$ cat config.mk
export PLATFORM = sky130hd
export DESIGN_NAME = cpu
export DESIGN_NICKNAME = d
export VERILOG_FILES = /design/src/design/cpu_cfg_pkg.sv /design/src/design/isa_pkg.sv /design/src/design/alu.sv /design/src/design/cpu.sv /design/src/design/decode_stage.sv /design/src/design/execute_stage.sv /design/src/design/fetch_stage.sv /design/src/design/mem_wb_stage.sv /design/src/design/register_file.sv
export SDC_FILE = /design/constraint.sdc
export NUM_CORES = 1
export LEC_CHECK = 0
export CAP_MARGIN = 10
export CORE_UTILIZATION = 25
export DETAILED_ROUTE_END_ITERATION = 16
export DONT_BUFFER_PORTS = 1
export GPL_ROUTABILITY_DRIVEN = 0
export PLACE_DENSITY = 0.37
export SLEW_MARGIN = 15
export SYNTH_ARGS = -nofsm -noshare
export SYNTH_HDL_FRONTEND = slang
export SYNTH_SLANG_ARGS = --single-unit
$ cat constraint.sdc
create_clock -name clk -period 19.1 [get_ports clk]
set_input_delay 3.82 -clock clk [delete_from_list [all_inputs] [get_ports clk]]
set_output_delay 3.82 -clock clk [all_outputs]
set_load 0.03 [all_outputs]
$ cat src/design/cpu_cfg_pkg.sv
package cpu_cfg_pkg;

	// --------------------------------------------------
	// Core widths
	// --------------------------------------------------
	localparam int word_w    = 16; // Data path and address width
	localparam int reg_cnt   = 16; // Architectural registers, r0 reads zero
	localparam int reg_idx_w = 4;  // Register index width

	// Byte address step between instructions
	localparam logic [word_w-1:0] pc_step = 16'd2;

endpackage

$ cat src/design/isa_pkg.sv
package isa_pkg;

	// --------------------------------------------------
	// Opcodes, top nibble of every instruction
	// --------------------------------------------------
	typedef enum logic [3:0] {
		op_add = 4'h0, // Saturating add
		op_sub = 4'h1, // Saturating subtract
		op_xor = 4'h2,
		op_and = 4'h3,
		op_sll = 4'h4, // Shifts take a 4-bit immediate
		op_sra = 4'h5,
		op_ror = 4'h6,
		op_or  = 4'h7, // Last ALU opcode
		op_lw  = 4'h8,
		op_sw  = 4'h9,
		op_lhb = 4'hA, // Load high byte, keep low byte of rd
		op_llb = 4'hB, // Load low byte, keep high byte of rd
		op_b   = 4'hC, // PC relative branch
		op_br  = 4'hD, // Branch to register
		op_pcs = 4'hE, // rd gets PC+2
		op_hlt = 4'hF
	} opcode_e;

	// Branch conditions
	typedef enum logic [2:0] {
		cc_ne     = 3'd0,
		cc_eq     = 3'd1,
		cc_gt     = 3'd2,
		cc_lt     = 3'd3,
		cc_ge     = 3'd4,
		cc_le     = 3'd5,
		cc_ov     = 3'd6,
		cc_always = 3'd7
	} cond_e;

	// Flag register bit positions
	localparam int flag_z = 2;
	localparam int flag_v = 1;
	localparam int flag_n = 0;

	// --------------------------------------------------
	// Instruction formats
	// --------------------------------------------------
	typedef struct packed {
		opcode_e    opcode;
		logic [3:0] rd;
		logic [3:0] rs;
		logic [3:0] rt;   // Also shift amount and lw/sw offset
	} instr_reg_t;

	typedef struct packed {
		opcode_e    opcode;
		logic [3:0] rd;
		logic [7:0] imm;  // Byte for lhb/llb
	} instr_byte_t;

	typedef struct packed {
		opcode_e    opcode;
		cond_e      cond;
		logic [8:0] offset; // Signed word offset
	} instr_branch_t;

	typedef union packed {
		instr_reg_t    regs;
		instr_byte_t   bytes;
		instr_branch_t branch;
	} instr_u;

endpackage

$ cat src/design/alu.sv
module alu (
	input  isa_pkg::opcode_e op,
	input  logic [cpu_cfg_pkg::word_w-1:0] in_a,
	input  logic [cpu_cfg_pkg::word_w-1:0] in_b,
	output logic [cpu_cfg_pkg::word_w-1:0] result,
	output logic [2:0] flags_new,
	output logic [2:0] flags_we
);
	import cpu_cfg_pkg::*;
	import isa_pkg::*;

	logic [word_w-1:0] sum;
	logic [word_w-1:0] diff;
	logic [word_w-1:0] sat;      // Clamp value on overflow
	logic [2*word_w-1:0] rot;
	logic [3:0] amt;
	logic ovf_add;
	logic ovf_sub;
	logic ovf;

	assign amt  = in_b[3:0];
	assign sum  = in_a + in_b;
	assign diff = in_a - in_b;
	assign rot  = {in_a, in_a} >> amt; // Low half is the rotate right
	// Same-sign operands, result sign flipped
	assign ovf_add = (in_a[word_w-1] == in_b[word_w-1]) && (sum[word_w-1] != in_a[word_w-1]);
	assign ovf_sub = (in_a[word_w-1] != in_b[word_w-1]) && (diff[word_w-1] != in_a[word_w-1]);
	// Saturate toward the sign of in_a
	assign sat = in_a[word_w-1] ? {1'b1, {(word_w-1){1'b0}}} : {1'b0, {(word_w-1){1'b1}}};

	always_comb begin
		result   = '0;
		ovf      = 1'b0;
		flags_we = 3'b000;
		case (op)
			op_add: begin
				result   = ovf_add ? sat : sum;
				ovf      = ovf_add;
				flags_we = 3'b111;
			end
			op_sub: begin
				result   = ovf_sub ? sat : diff;
				ovf      = ovf_sub;
				flags_we = 3'b111;
			end
			op_xor: result = in_a ^ in_b;
			op_and: result = in_a & in_b;
			op_or:  result = in_a | in_b;
			op_sll: result = in_a << amt;
			op_sra: result = $signed(in_a) >>> amt; // Sign fill
			op_ror: result = rot[word_w-1:0];
			default: result = '0;                  // Not an ALU op
		endcase
		if (op <= op_or)
			flags_we[flag_z] = 1'b1; // Every ALU op updates Z
	end

	assign flags_new[flag_z] = (result == '0);
	assign flags_new[flag_v] = ovf;
	assign flags_new[flag_n] = result[word_w-1];

endmodule

$ cat src/design/cpu.sv
module cpu (
	input  logic clk,
	input  logic reset,
	output logic [cpu_cfg_pkg::word_w-1:0] imem_addr,
	input  logic [cpu_cfg_pkg::word_w-1:0] imem_data,
	output logic [cpu_cfg_pkg::word_w-1:0] dmem_addr,
	output logic [cpu_cfg_pkg::word_w-1:0] dmem_wdata,
	output logic dmem_we,
	output logic dmem_re,
	input  logic [cpu_cfg_pkg::word_w-1:0] dmem_rdata,
	output logic wb_valid,
	output logic [cpu_cfg_pkg::reg_idx_w-1:0] wb_reg,
	output logic [cpu_cfg_pkg::word_w-1:0] wb_data,
	output logic [cpu_cfg_pkg::word_w-1:0] pc_out,
	output logic hlt
);
	import cpu_cfg_pkg::*;
	import isa_pkg::*;

	// --------------------------------------------------
	// Stage to stage wiring, names match the stage ports
	// --------------------------------------------------
	logic [word_w-1:0] id_pc;          // IF/ID
	instr_u id_instr;
	logic id_valid;
	logic stall;                       // ID to IF
	logic branch_taken;                // EX to IF and ID
	logic [word_w-1:0] branch_target;
	logic [word_w-1:0] ex_pc;          // ID/EX
	instr_u ex_instr;
	logic [word_w-1:0] ex_data_a;
	logic [word_w-1:0] ex_data_b;
	logic [reg_idx_w-1:0] ex_src_a;
	logic [reg_idx_w-1:0] ex_src_b;
	logic [reg_idx_w-1:0] ex_rd;
	logic ex_reg_write;
	logic ex_mem_to_reg;
	logic ex_mem_write;
	logic ex_valid;
	logic ex_halt;
	logic [word_w-1:0] mem_result;     // EX/MEM
	logic [word_w-1:0] mem_addr;
	logic [word_w-1:0] mem_store_data;
	logic [reg_idx_w-1:0] mem_rd;
	logic mem_reg_write;
	logic mem_mem_to_reg;
	logic mem_mem_write;
	logic mem_valid;
	logic mem_halt;
	logic mem_fwd_valid;               // MEM forward into EX
	logic [reg_idx_w-1:0] mem_fwd_reg;
	logic [word_w-1:0] mem_fwd_data;

	fetch_stage i_fetch_stage (.*);

	decode_stage i_decode_stage (.*);

	execute_stage i_execute_stage (.*);

	mem_wb_stage i_mem_wb_stage (.*);

	assign pc_out = imem_addr; // Current fetch address

endmodule

$ cat src/design/decode_stage.sv
module decode_stage (
	input  logic clk,
	input  logic reset,
	input  logic [cpu_cfg_pkg::word_w-1:0] id_pc,
	input  isa_pkg::instr_u id_instr,
	input  logic id_valid,
	input  logic branch_taken,
	input  logic wb_valid,
	input  logic [cpu_cfg_pkg::reg_idx_w-1:0] wb_reg,
	input  logic [cpu_cfg_pkg::word_w-1:0] wb_data,
	output logic stall,
	output logic [cpu_cfg_pkg::word_w-1:0] ex_pc,
	output isa_pkg::instr_u ex_instr,
	output logic [cpu_cfg_pkg::word_w-1:0] ex_data_a,
	output logic [cpu_cfg_pkg::word_w-1:0] ex_data_b,
	output logic [cpu_cfg_pkg::reg_idx_w-1:0] ex_src_a,
	output logic [cpu_cfg_pkg::reg_idx_w-1:0] ex_src_b,
	output logic [cpu_cfg_pkg::reg_idx_w-1:0] ex_rd,
	output logic ex_reg_write,
	output logic ex_mem_to_reg,
	output logic ex_mem_write,
	output logic ex_valid,
	output logic ex_halt
);
	import cpu_cfg_pkg::*;
	import isa_pkg::*;

	opcode_e op;
	logic [reg_idx_w-1:0] src_a;
	logic [reg_idx_w-1:0] src_b;
	logic [word_w-1:0] rd_data_a;
	logic [word_w-1:0] rd_data_b;
	logic use_a;
	logic use_b;
	logic writes_rd;
	logic load_use;
	logic is_halt;
	logic halt_sent; // Halt already handed to EX
	logic bubble;

	assign op = id_instr.regs.opcode;

	// --------------------------------------------------
	// Source selection and control decode
	// --------------------------------------------------
	assign src_a = (op inside {op_sw, op_lhb, op_llb}) ? id_instr.regs.rd : id_instr.regs.rs;
	assign src_b = (op inside {op_sw, op_lw}) ? id_instr.regs.rs : id_instr.regs.rt;
	assign use_a = !(op inside {op_lw, op_b, op_pcs, op_hlt});
	assign use_b = op inside {op_add, op_sub, op_xor, op_and, op_or, op_lw, op_sw};
	assign writes_rd = (op <= op_or) || (op inside {op_lw, op_lhb, op_llb, op_pcs});

	// Load in EX feeding a source here needs one bubble
	assign load_use = id_valid && ex_mem_to_reg && ex_reg_write &&
	                  ((use_a && ex_rd == src_a) || (use_b && ex_rd == src_b));
	assign is_halt = id_valid && op == op_hlt;
	assign stall   = load_use || is_halt; // Halt freezes fetch for good
	assign bubble  = branch_taken || load_use || (is_halt && halt_sent);

	register_file i_register_file (
		.clk       (clk),
		.reset     (reset),
		.rd_idx_a  (src_a),
		.rd_idx_b  (src_b),
		.wr_en     (wb_valid),
		.wr_idx    (wb_reg),
		.wr_data   (wb_data),
		.rd_data_a (rd_data_a),
		.rd_data_b (rd_data_b)
	);

	always_ff @(posedge clk) begin
		if (reset)
			halt_sent <= 1'b0;
		else if (is_halt && !branch_taken)
			halt_sent <= 1'b1;
	end

	// --------------------------------------------------
	// ID/EX register
	// --------------------------------------------------
	always_ff @(posedge clk) begin
		if (reset || bubble) begin
			ex_valid      <= 1'b0;
			ex_reg_write  <= 1'b0;
			ex_mem_to_reg <= 1'b0;
			ex_mem_write  <= 1'b0;
			ex_halt       <= 1'b0;
		end else begin
			ex_valid      <= id_valid;
			ex_reg_write  <= id_valid && writes_rd && id_instr.regs.rd != '0; // r0 writes dropped
			ex_mem_to_reg <= id_valid && op == op_lw;
			ex_mem_write  <= id_valid && op == op_sw;
			ex_halt       <= is_halt;
		end
	end

	always_ff @(posedge clk) begin
		ex_pc     <= id_pc;
		ex_instr  <= id_instr;
		ex_data_a <= rd_data_a;
		ex_data_b <= rd_data_b;
		ex_src_a  <= src_a;
		ex_src_b  <= src_b;
		ex_rd     <= id_instr.regs.rd;
	end

endmodule

$ cat src/design/execute_stage.sv
module execute_stage (
	input  logic clk,
	input  logic reset,
	input  logic [cpu_cfg_pkg::word_w-1:0] ex_pc,
	input  isa_pkg::instr_u ex_instr,
	input  logic [cpu_cfg_pkg::word_w-1:0] ex_data_a,
	input  logic [cpu_cfg_pkg::word_w-1:0] ex_data_b,
	input  logic [cpu_cfg_pkg::reg_idx_w-1:0] ex_src_a,
	input  logic [cpu_cfg_pkg::reg_idx_w-1:0] ex_src_b,
	input  logic [cpu_cfg_pkg::reg_idx_w-1:0] ex_rd,
	input  logic ex_reg_write,
	input  logic ex_mem_to_reg,
	input  logic ex_mem_write,
	input  logic ex_valid,
	input  logic ex_halt,
	input  logic mem_fwd_valid,
	input  logic [cpu_cfg_pkg::reg_idx_w-1:0] mem_fwd_reg,
	input  logic [cpu_cfg_pkg::word_w-1:0] mem_fwd_data,
	input  logic wb_valid,
	input  logic [cpu_cfg_pkg::reg_idx_w-1:0] wb_reg,
	input  logic [cpu_cfg_pkg::word_w-1:0] wb_data,
	output logic branch_taken,
	output logic [cpu_cfg_pkg::word_w-1:0] branch_target,
	output logic [cpu_cfg_pkg::word_w-1:0] mem_result,
	output logic [cpu_cfg_pkg::word_w-1:0] mem_addr,
	output logic [cpu_cfg_pkg::word_w-1:0] mem_store_data,
	output logic [cpu_cfg_pkg::reg_idx_w-1:0] mem_rd,
	output logic mem_reg_write,
	output logic mem_mem_to_reg,
	output logic mem_mem_write,
	output logic mem_valid,
	output logic mem_halt
);
	import cpu_cfg_pkg::*;
	import isa_pkg::*;

	opcode_e op;
	logic [word_w-1:0] fwd_a;
	logic [word_w-1:0] fwd_b;
	logic [word_w-1:0] alu_b;
	logic [word_w-1:0] alu_result;
	logic [word_w-1:0] ex_result;
	logic [word_w-1:0] addr;
	logic [2:0] flags;   // Z V N, see isa_pkg positions
	logic [2:0] flags_new;
	logic [2:0] flags_we;
	logic alu_op;
	logic cond_ok;

	assign op     = ex_instr.regs.opcode;
	assign alu_op = (op <= op_or);

	// --------------------------------------------------
	// Forwarding, MEM is younger so it wins
	// --------------------------------------------------
	assign fwd_a = (mem_fwd_valid && mem_fwd_reg == ex_src_a) ? mem_fwd_data :
	               (wb_valid && wb_reg == ex_src_a) ? wb_data : ex_data_a;
	assign fwd_b = (mem_fwd_valid && mem_fwd_reg == ex_src_b) ? mem_fwd_data :
	               (wb_valid && wb_reg == ex_src_b) ? wb_data : ex_data_b;

	// Shifts take the sign-extended rt field as amount
	assign alu_b = (op inside {op_sll, op_sra, op_ror}) ?
	               {{(word_w-4){ex_instr.regs.rt[3]}}, ex_instr.regs.rt} : fwd_b;

	alu i_alu (
		.op        (op),
		.in_a      (fwd_a),
		.in_b      (alu_b),
		.result    (alu_result),
		.flags_new (flags_new),
		.flags_we  (flags_we)
	);

	always_ff @(posedge clk) begin
		if (reset)
			flags <= 3'b000;
		else if (ex_valid && alu_op)
			flags <= (flags & ~flags_we) | (flags_new & flags_we); // Masked update
	end

	always_comb begin
		case (op)
			op_lhb:  ex_result = {ex_instr.bytes.imm, fwd_a[7:0]};
			op_llb:  ex_result = {fwd_a[15:8], ex_instr.bytes.imm};
			op_pcs:  ex_result = ex_pc;        // Already PC+2
			default: ex_result = alu_result;
		endcase
	end

	// Word aligned base plus doubled signed offset
	assign addr = (fwd_b & ~16'h0001) + {{(word_w-5){ex_instr.regs.rt[3]}}, ex_instr.regs.rt, 1'b0};

	// --------------------------------------------------
	// Branch resolution on the current flags
	// --------------------------------------------------
	always_comb begin
		case (ex_instr.branch.cond)
			cc_ne:   cond_ok = !flags[flag_z];
			cc_eq:   cond_ok = flags[flag_z];
			cc_gt:   cond_ok = !flags[flag_z] && !flags[flag_n];
			cc_lt:   cond_ok = flags[flag_n];
			cc_ge:   cond_ok = flags[flag_z] || !flags[flag_n];
			cc_le:   cond_ok = flags[flag_z] || flags[flag_n];
			cc_ov:   cond_ok = flags[flag_v];
			default: cond_ok = 1'b1;                // Unconditional
		endcase
	end

	assign branch_taken  = ex_valid && (op inside {op_b, op_br}) && cond_ok;
	assign branch_target = (op == op_br) ? fwd_a :
	                       ex_pc + {{(word_w-10){ex_instr.branch.offset[8]}},
	                                ex_instr.branch.offset, 1'b0};

	// EX/MEM register
	always_ff @(posedge clk) begin
		if (reset) begin
			mem_valid      <= 1'b0;
			mem_reg_write  <= 1'b0;
			mem_mem_to_reg <= 1'b0;
			mem_mem_write  <= 1'b0;
			mem_halt       <= 1'b0;
		end else begin
			mem_valid      <= ex_valid;
			mem_reg_write  <= ex_reg_write;
			mem_mem_to_reg <= ex_mem_to_reg;
			mem_mem_write  <= ex_mem_write;
			mem_halt       <= ex_halt;
		end
	end

	always_ff @(posedge clk) begin
		mem_result     <= ex_result;
		mem_addr       <= addr;
		mem_store_data <= fwd_a;   // sw data comes from rd
		mem_rd         <= ex_rd;
	end

endmodule

$ cat src/design/fetch_stage.sv
module fetch_stage (
	input  logic clk,
	input  logic reset,
	input  logic stall,
	input  logic branch_taken,
	input  logic [cpu_cfg_pkg::word_w-1:0] branch_target,
	output logic [cpu_cfg_pkg::word_w-1:0] imem_addr,
	input  logic [cpu_cfg_pkg::word_w-1:0] imem_data,
	output logic [cpu_cfg_pkg::word_w-1:0] id_pc,
	output isa_pkg::instr_u id_instr,
	output logic id_valid
);
	import cpu_cfg_pkg::*;

	logic [word_w-1:0] pc;
	logic [word_w-1:0] pc_plus_2;

	assign pc_plus_2 = pc + pc_step;
	assign imem_addr = pc; // Memory answers in the same cycle

	// Branch from EX wins over any stall from ID
	always_ff @(posedge clk) begin
		if (reset)
			pc <= '0;
		else if (branch_taken)
			pc <= branch_target;
		else if (!stall)
			pc <= pc_plus_2;
	end

	// --------------------------------------------------
	// IF/ID register
	// --------------------------------------------------
	always_ff @(posedge clk) begin
		if (reset || branch_taken) begin
			id_valid <= 1'b0; // Squash the wrong-path fetch
		end else if (!stall) begin
			id_valid <= 1'b1;
			id_pc    <= pc_plus_2;
			id_instr <= imem_data;
		end
	end

endmodule

$ cat src/design/mem_wb_stage.sv
module mem_wb_stage (
	input  logic clk,
	input  logic reset,
	input  logic [cpu_cfg_pkg::word_w-1:0] mem_result,
	input  logic [cpu_cfg_pkg::word_w-1:0] mem_addr,
	input  logic [cpu_cfg_pkg::word_w-1:0] mem_store_data,
	input  logic [cpu_cfg_pkg::reg_idx_w-1:0] mem_rd,
	input  logic mem_reg_write,
	input  logic mem_mem_to_reg,
	input  logic mem_mem_write,
	input  logic mem_valid,
	input  logic mem_halt,
	output logic [cpu_cfg_pkg::word_w-1:0] dmem_addr,
	output logic [cpu_cfg_pkg::word_w-1:0] dmem_wdata,
	output logic dmem_we,
	output logic dmem_re,
	input  logic [cpu_cfg_pkg::word_w-1:0] dmem_rdata,
	output logic mem_fwd_valid,
	output logic [cpu_cfg_pkg::reg_idx_w-1:0] mem_fwd_reg,
	output logic [cpu_cfg_pkg::word_w-1:0] mem_fwd_data,
	output logic wb_valid,
	output logic [cpu_cfg_pkg::reg_idx_w-1:0] wb_reg,
	output logic [cpu_cfg_pkg::word_w-1:0] wb_data,
	output logic hlt
);
	import cpu_cfg_pkg::*;

	logic [word_w-1:0] mem_data; // Value this instruction writes back

	// Data port, read data returns in the same cycle
	assign dmem_addr  = mem_addr;
	assign dmem_wdata = mem_store_data;
	assign dmem_we    = mem_valid && mem_mem_write;
	assign dmem_re    = mem_valid && mem_mem_to_reg;

	assign mem_data      = mem_mem_to_reg ? dmem_rdata : mem_result;
	assign mem_fwd_valid = mem_valid && mem_reg_write;
	assign mem_fwd_reg   = mem_rd;
	assign mem_fwd_data  = mem_data;

	// --------------------------------------------------
	// MEM/WB register and halt latch
	// --------------------------------------------------
	always_ff @(posedge clk) begin
		if (reset) begin
			wb_valid <= 1'b0;
			hlt      <= 1'b0;
		end else begin
			wb_valid <= mem_fwd_valid;
			hlt      <= hlt || (mem_valid && mem_halt); // Sticky until reset
		end
	end

	always_ff @(posedge clk) begin
		wb_reg  <= mem_rd;
		wb_data <= mem_data;
	end

endmodule

$ cat src/design/register_file.sv
module register_file (
	input  logic clk,
	input  logic reset,
	input  logic [cpu_cfg_pkg::reg_idx_w-1:0] rd_idx_a,
	input  logic [cpu_cfg_pkg::reg_idx_w-1:0] rd_idx_b,
	input  logic wr_en,
	input  logic [cpu_cfg_pkg::reg_idx_w-1:0] wr_idx,
	input  logic [cpu_cfg_pkg::word_w-1:0] wr_data,
	output logic [cpu_cfg_pkg::word_w-1:0] rd_data_a,
	output logic [cpu_cfg_pkg::word_w-1:0] rd_data_b
);
	import cpu_cfg_pkg::*;

	logic [word_w-1:0] regs [reg_cnt];

	always_ff @(posedge clk) begin
		if (reset) begin
			for (int i = 0; i < reg_cnt; i++)
				regs[i] <= '0;
		end else if (wr_en && wr_idx != '0) begin
			regs[wr_idx] <= wr_data; // r0 never written
		end
	end

	// Reads see a same-cycle write, r0 is hardwired zero
	assign rd_data_a = (rd_idx_a == '0) ? '0 :
	                   (wr_en && wr_idx == rd_idx_a) ? wr_data : regs[rd_idx_a];
	assign rd_data_b = (rd_idx_b == '0) ? '0 :
	                   (wr_en && wr_idx == rd_idx_b) ? wr_data : regs[rd_idx_b];

endmodule

==> summary.txt, run 1 <==
Finish
  – Largest register FFs: 256
  – Total area of sequential cells: 0.0122 mm^2
  – Share of layout cells above drive strength 1: 0.0842
  – Nets: 3,253
  – Number of filler instances in the final layout: 11,795
  – Area growth from synthesis to layout: 12.8%
  – Most frequent cells in the layout: 645 x nand2_1, 288 x edfxtp_1, 248 x and2_1
  – Area occupied by multi-input gates: 0.0147 mm^2
  – Most common cell after layout, fill and taps aside: nand2_1
  – Reg with most FFs: i_decode_stage.i_register_file.regs
  – Design area: 0.0317 mm^2

Worst setup path
  – Buffer and inverter count on the worst path: 2
  – WS Path Type: in2reg
  – Slowest CP cell: fa_1
  – Data required time of the critical path: 19.69 ns
  – Worst R2R Setup Slack: 10.13 ns
  – Critical path arrival: 10.93 ns
  – Category of cells accounting for the largest share of critical-path delay: compound AO/OA/AOI/OAI gates
  – Critical path's largest stage delay: 0.67 ns
  – Crit. End Element: register
  – Worst path depth: 29
  – CP Max Fanout: 38
  – R2R Path Start: i_decode_stage.ex_instr[14]
  – Crit-path most repeated cell: nor2_1
  – Category of the worst setup path launch point: primary input
  – Number of cell instances on the worst register-to-register path: 29

Timing
  – Worst slew pin tran: 1.27 ns
  – Achievable clock frequency: 0.0967 GHz
  – RSZ-0062 raised after global routing: no
  – Clk_skew: 0.0275 ns
  – Max Slew Vio Count: 0
  – Final-report setup violation count: 0
  – Number of failing hold endpoints at the final stage: 0
  – Final worst-path cycle share: 0.542
  – Worst hold slack across all endpoints: 0.330 ns
  – Max_slew headroom: 0.148
  – Final total negative setup slack: 0 ns
  – Post-route minimum period: 10.34 ns

Floorplan
  – Standard-cell row count: 122
  – Initial standard-cell utilization of the core: 0.253
  – Core area: 0.111 mm^2
  – Floorplan die height: 337 um
  – Die X-Extent: 337 um
  – Die footprint: 0.114 mm^2
  – Number of primary I/O pins: 122

Clock tree
  – Clock insertion delay at the later pin of the skew report: 0.68 ns
  – Clock-pin transition on the worst setup and hold timing paths: 0.06 ns
  – # hold bufs at CTS: 0
  – Clock Root Buffer: clkbuf_16
  – Number of buffers on the longest clock path: 3
  – Post_cts resized: 0
  – Clock tree from TritonCTS: yes
  – Clock buffer count from CTS: 58
  – H-tree depth: 2
  – Post-CTS Setup Repair Bufs: 0
  – Number of clock sinks: 464

Routing
  – Total Wirelength: 129,000 um
  – Final routed wire length divided by cell count: 27.7 um
  – Total via count after detailed routing: 25,438
  – Length of the first detailed-routing pass in iterations: 9
  – ANT nets after route: 0
  – DRC Markers: 0
  – Number of design-rule violations left by the first detailed-router iteration: 3,107
  – Vias/cell: 5.44

Pwr
  – Power Internal: 2.13 mW
  – Clock group share of total power: 0.342
  – Switching Power: 1.32 mW
  – Relative contribution of sequential cells to total power: 0.368
  – Leak pwr: 11.9 nW
  – Worst ir drop on vdd: 75.9 uV
  – Comb power frac: 0.290
  – Switching part of the total: 0.382
  – Power density over cell area: 109 mW/mm^2
  – PnR Total Power: 3.45 mW

Flow run
  – Number of max-cap violations: 0

Logic synthesis
  – Post-synth top flop: edfxtp_1
  – Number of storage elements in the synthesis netlist: 464
  – Share of synthesized area occupied by flip-flops and latches: 0.433
  – Synth warn: 0
  – Async set-or-reset flop fraction in the synthesized netlist: 0
  – Cells after synthesis: 3,243
  – Area of the mapped netlist: 0.0281 mm^2
  – Proportion of netlist area held by the largest area contributor: 0.308
  – Distinct cells, synth: 96
  – Average cell area after synthesis: 8.67 um^2
  – Top area cells in the synthesized netlist: edfxtp_1 31%, dfxtp_1 13%, nand2_1 8.6%, and2_1 5.5%, ha_1 3.6%
  – Biggest area consumer among synthesized cells: edfxtp_1
  – Post-synth EDFFs: 288

Worst hold path
  – Endpoint of the worst hold-timing path: i_decode_stage.ex_pc[2]
  – Hold path startpoint: i_fetch_stage.id_pc[2]
  – Class of the tightest hold or removal check: reg2reg
  – Hold path depth: 0

GRT
  – Number of global-route vias before repair: 24,030
  – Global-route wire length before repair: 182,000 um
  – Pin count of the biggest net entering global routing: 69
  – Grt ovf: 0
  – Overall routing resource usage: 0.221
  – Number of antenna violations at the first check in global routing: 27

Status
  – Status: finished clean

Place
  – IO buf count: 0
  – Area after DPL: 0.0297 mm^2
  – Post-detailed-placement half-perimeter wirelength: 86,400 um
==> per-layer routing <==
| metal | global-route usage | part of all wire |
|---|---|---|
| met5 | 0 | 0.00086 |
| met4 | 0.0792 | 0.038 |
| met3 | 0.0528 | 0.087 |
| met2 | 0.343 | 0.44 |
| met1 | 0.298 | 0.43 |
==> cells in the mapped netlist, types with 22 or more instances <==
cell      instances
nand2_1         645
a31oi_1          65
inv_1            72
dfxtp_1         176
a21o_1           22
a311oi_1        102
and3_1           84
nor3_1           64
a211oi_1         68
nor2_1          154
xor2_1           39
a21oi_1         134
o21ai_0         116
edfxtp_1        288
buf_2            26
clkbuf_1        184
ha_1             81
xnor2_1          64
mux2i_1          32
and2_1          248
buf_1            26
nand3_1         195
==> per-stage QoR <==
| stage | utilization | worst slack, ns | cells |
|---|---|---|---|
| final | 0.285 | 8.76 | 4679 |
| after global routing | 0.285 | 8.23 | 4675 |
| after CTS | 0.285 | 8.99 | 4671 |
| after detailed placement | 0.267 | 8.27 | 4561 |
| after global placement | 0.267 | 8.22 | 4561 |
| after floorplan | - | 9.81 | 3259 |
==> worst reg2reg max path: cells and delay by family (launching register included) <==
kind / cells / cell delay (ns)
fa+ha+maj: 2 / 1.11
buf+inv: 2 / 0.77
compound gates: 12 / 3.02
flops: 1 / 0.51
simple gates: 13 / 3.49
==> power by group through the flow <==
stage,Sequential (mW),Clock (mW),Combinational (mW)
CTS,1.27,1.21,0.978
global route,1.28,1.25,1.06
floorplan,1.27,0,0.601
global placement,1.29,0,0.979
finish,1.27,1.18,1.00
detailed placement,1.29,0,0.974
==> logic make-up after synthesis <==
family,Yosys count,synth area share
AO/OA/AOI/OAI,682,0.168
XOR/XNOR,103,0.0321
buffers and inverters,353,0.0538
flip-flops,464,0.433
adder cells (fa/ha/maj),87,0.0400
other,1,0.000133
multiplexers,49,0.0186
AND/OR/NAND/NOR,1504,0.255
==> worst max-delay path by stage <==
stage | startpoint | to | slack [ns]
after floorplan | dmem_rdata[1] | register | 9.81
after global placement | dmem_rdata[0] | register | 8.22
after detailed placement | dmem_rdata[0] | register | 8.27
after CTS | dmem_rdata[0] | register | 8.99
after global routing | dmem_rdata[0] | register | 8.23
final | dmem_rdata[1] | register | 8.76
==> layout make-up <==
cell class	count	share of cell area
inverters	78	0.00939
flip-flops and latches	464	0.384
clock inverters	31	0.0123
well taps	1488	0.0587
diodes	8	0.000631
repair buffers	89	0.0211
clock buffers	79	0.0511
multi-input cells	2442	0.463
(Power assumes the default switching activity.)
==> run 2, diff against run 1 <==
clock period = 10.65 ns   (was 19.1 ns; I/O delays follow)
==> run 2 against run 1 <==
  * Largest power group unchanged
  * Via count is 0.49% lower
  * Routed wire length is 1.0% lower
  * Largest cell class unchanged
  * Combinational power is 81% higher
  * Setup slack worse by 6.8 ns
  * Final cell count stayed put
  * Critical path depth is 1 higher
  * Sequential share of layout area is 0.20 points lower
  * Count of clock-buffer cells in the layout is 3 higher
  * Global-route usage is 0.057 points lower
  * First-iteration DRC count is 1.2% lower
  * Die area stayed put
  * Highest routed layer unchanged
==> summary.txt, run 2 (synthesis gave the netlist of run 1 again) <==
Clock tree
  – Number of clock sinks: 464 (unchanged)
  – H-tree depth: 2 (unchanged)
  – Clock Root Buffer: clkbuf_16
  – # hold bufs at CTS: 0 (unchanged)
  – Number of buffers on the longest clock path: 3 (unchanged)
  – Post_cts resized: 0 (unchanged)
  – Post-CTS Setup Repair Bufs: 0 (unchanged)
  – Clock buffer count from CTS: 60 (+3.4%)
  – Clock-pin transition on the worst setup and hold timing paths: 0.05 ns (about the same)
  – Clock insertion delay at the later pin of the skew report: 0.70 ns (+0.02 ns)
  – Clock tree from TritonCTS: yes

Worst setup path
  – Data required time of the critical path: 11.22 ns (-8.47 ns)
  – Category of cells accounting for the largest share of critical-path delay: compound AO/OA/AOI/OAI gates
  – Slowest CP cell: fa_1
  – Worst Setup SP: dmem_rdata[1]
  – Crit. End Element: register
  – Category of the worst setup path launch point: primary input
  – CP Max Fanout: 40 (+5.3%)
  – Crit-path most repeated cell: nor2_1
  – Buffer and inverter count on the worst path: 3 (+1)
  – WS Path Type: in2reg
  – R2R Path Start: i_mem_wb_stage.wb_reg[1]
  – Critical path arrival: 9.29 ns (-1.64 ns)
  – Critical path's largest stage delay: 0.67 ns (about the same)

GRT
  – Pin count of the biggest net entering global routing: 129 (+87%)
  – Number of global-route vias before repair: 24,253 (+0.93%)
  – Global-route wire length before repair: 182,000 um (about the same)
  – Grt ovf: 0 (unchanged)
  – Overall routing resource usage: 0.221 (-0.000572)
  – Number of antenna violations at the first check in global routing: 31 (+15%)

Finish
  – Most common cell after layout, fill and taps aside: nand2_1
  – Area growth from synthesis to layout: 13.4%
  – Design area: 0.0319 mm^2 (+0.50%)
  – Nets: 3,251 (-0.061%)
  – Largest register FFs: 256 (unchanged)
  – Share of layout cells above drive strength 1: 0.0861 (+0.00189)
  – Most frequent cells in the layout: 645 x nand2_1, 288 x edfxtp_1, 248 x and2_1
  – Reg with most FFs: i_decode_stage.i_register_file.regs

Floorplan
  – Core area: 0.111 mm^2 (unchanged)
  – Die X-Extent: 337 um (unchanged)
  – Standard-cell row count: 122 (unchanged)
  – Initial standard-cell utilization of the core: 0.253 (unchanged)
  – Floorplan die height: 337 um (unchanged)
  – Number of primary I/O pins: 122 (unchanged)
  – Die footprint: 0.114 mm^2 (unchanged)

Routing
  – Vias/cell: 5.41 (-0.49%)
  – Number of design-rule violations left by the first detailed-router iteration: 3,071 (-1.2%)
  – Final routed wire length divided by cell count: 27.4 um (-1.0%)
  – DRC Markers: 0 (unchanged)
  – Length of the first detailed-routing pass in iterations: 8 (-1)
  – Total via count after detailed routing: 25,313 (-0.49%)
  – ANT nets after route: 0 (unchanged)
  – Total Wirelength: 128,000 um (-1.0%)

Timing
  – Number of failing hold endpoints at the final stage: 0 (unchanged)
  – RSZ-0062 raised after global routing: no
  – Final worst-path cycle share: 0.819
  – Achievable clock frequency: 0.115 GHz
  – Final total negative setup slack: 0 ns (unchanged)
  – Final-report setup violation count: 0 (unchanged)
  – Post-route minimum period: 8.72 ns
  – Clk_skew: 0.0600 ns (+0.0325 ns)
  – Max_slew headroom: 0.245 (+0.0967)
  – Worst slew pin tran: 1.13 ns (-0.145 ns)
  – Max Slew Vio Count: 0 (unchanged)

Flow run
  – Number of max-cap violations: 0 (unchanged)

Worst hold path
  – Hold path startpoint: i_fetch_stage.id_pc[15]
  – Class of the tightest hold or removal check: reg2reg

Place
  – Post-detailed-placement half-perimeter wirelength: 85,000 um (-1.6%)
  – IO buf count: 0 (unchanged)
  – Area after DPL: 0.0297 mm^2 (about the same)

Pwr
  – Worst ir drop on vdd: 143 uV (+88%)
  – Power density over cell area: 199 mW/mm^2 (+83%)
  – Leak pwr: 12.0 nW (+0.65%)
  – PnR Total Power: 6.33 mW (+83%)

Status
  – Status: finished clean
## run 2: changes by cell type in the layout (fill, tap and decap cells not counted), moves of 2 or more
cell / change
clkinv_2: +3
buf_4: -5
clkbuf_1: -4
clkinv_1: -4
dfxtp_2: -2
dfxtp_1: +2
clkbuf_16: +6
## run 2: layout make-up
class | count | area, um^2
repair buffers | 85 | 651
diodes | 8 | 20.0
well taps | 1488 | 1860
fillers | 11733 | 79200
flip-flops and latches | 464 | 12200
clock buffers | 82 | 1770
inverters | 78 | 298
clock inverters | 32 | 420
multi-input cells | 2442 | 14700
## run 2: metal layers
layer	GRT usage	vias to the layer above	wire length (um)
met3	0.0480	266	10500
li1	-	11341	-
met2	0.347	1237	56900
met1	0.298	12455	55800
met5	0	-	86
met4	0.0747	14	4800
## run 2: power breakdown
part	switching (mW)	internal [mW]	total [mW]
combinational	1.30	0.509	1.81
sequential	0.201	2.06	2.27
clock	0.881	1.38	2.26
## run 2: worst paths after layout
check	end	slack (ns)	depth (start not counted)
worst max register to register	register	1.97	28
worst min register to register	i_decode_stage.ex_pc[15]	0.34	0
worst max-delay path	register	1.93	30
worst min-delay path	i_decode_stage.ex_pc[15]	0.34	0
## run 2: metrics by stage
stage          instances  hold WS (ns)  utilization  worst slack, ns
2_1_floorplan       3259         0.323            -             3.05
3_3_place_gp        4557         0.324        0.267             1.54
3_5_place_dp        4557         0.327        0.267             1.48
4_1_cts             4671         0.337        0.287             2.11
5_1_grt             4676         0.346        0.287             1.20
6_report            4679         0.336        0.287             1.93
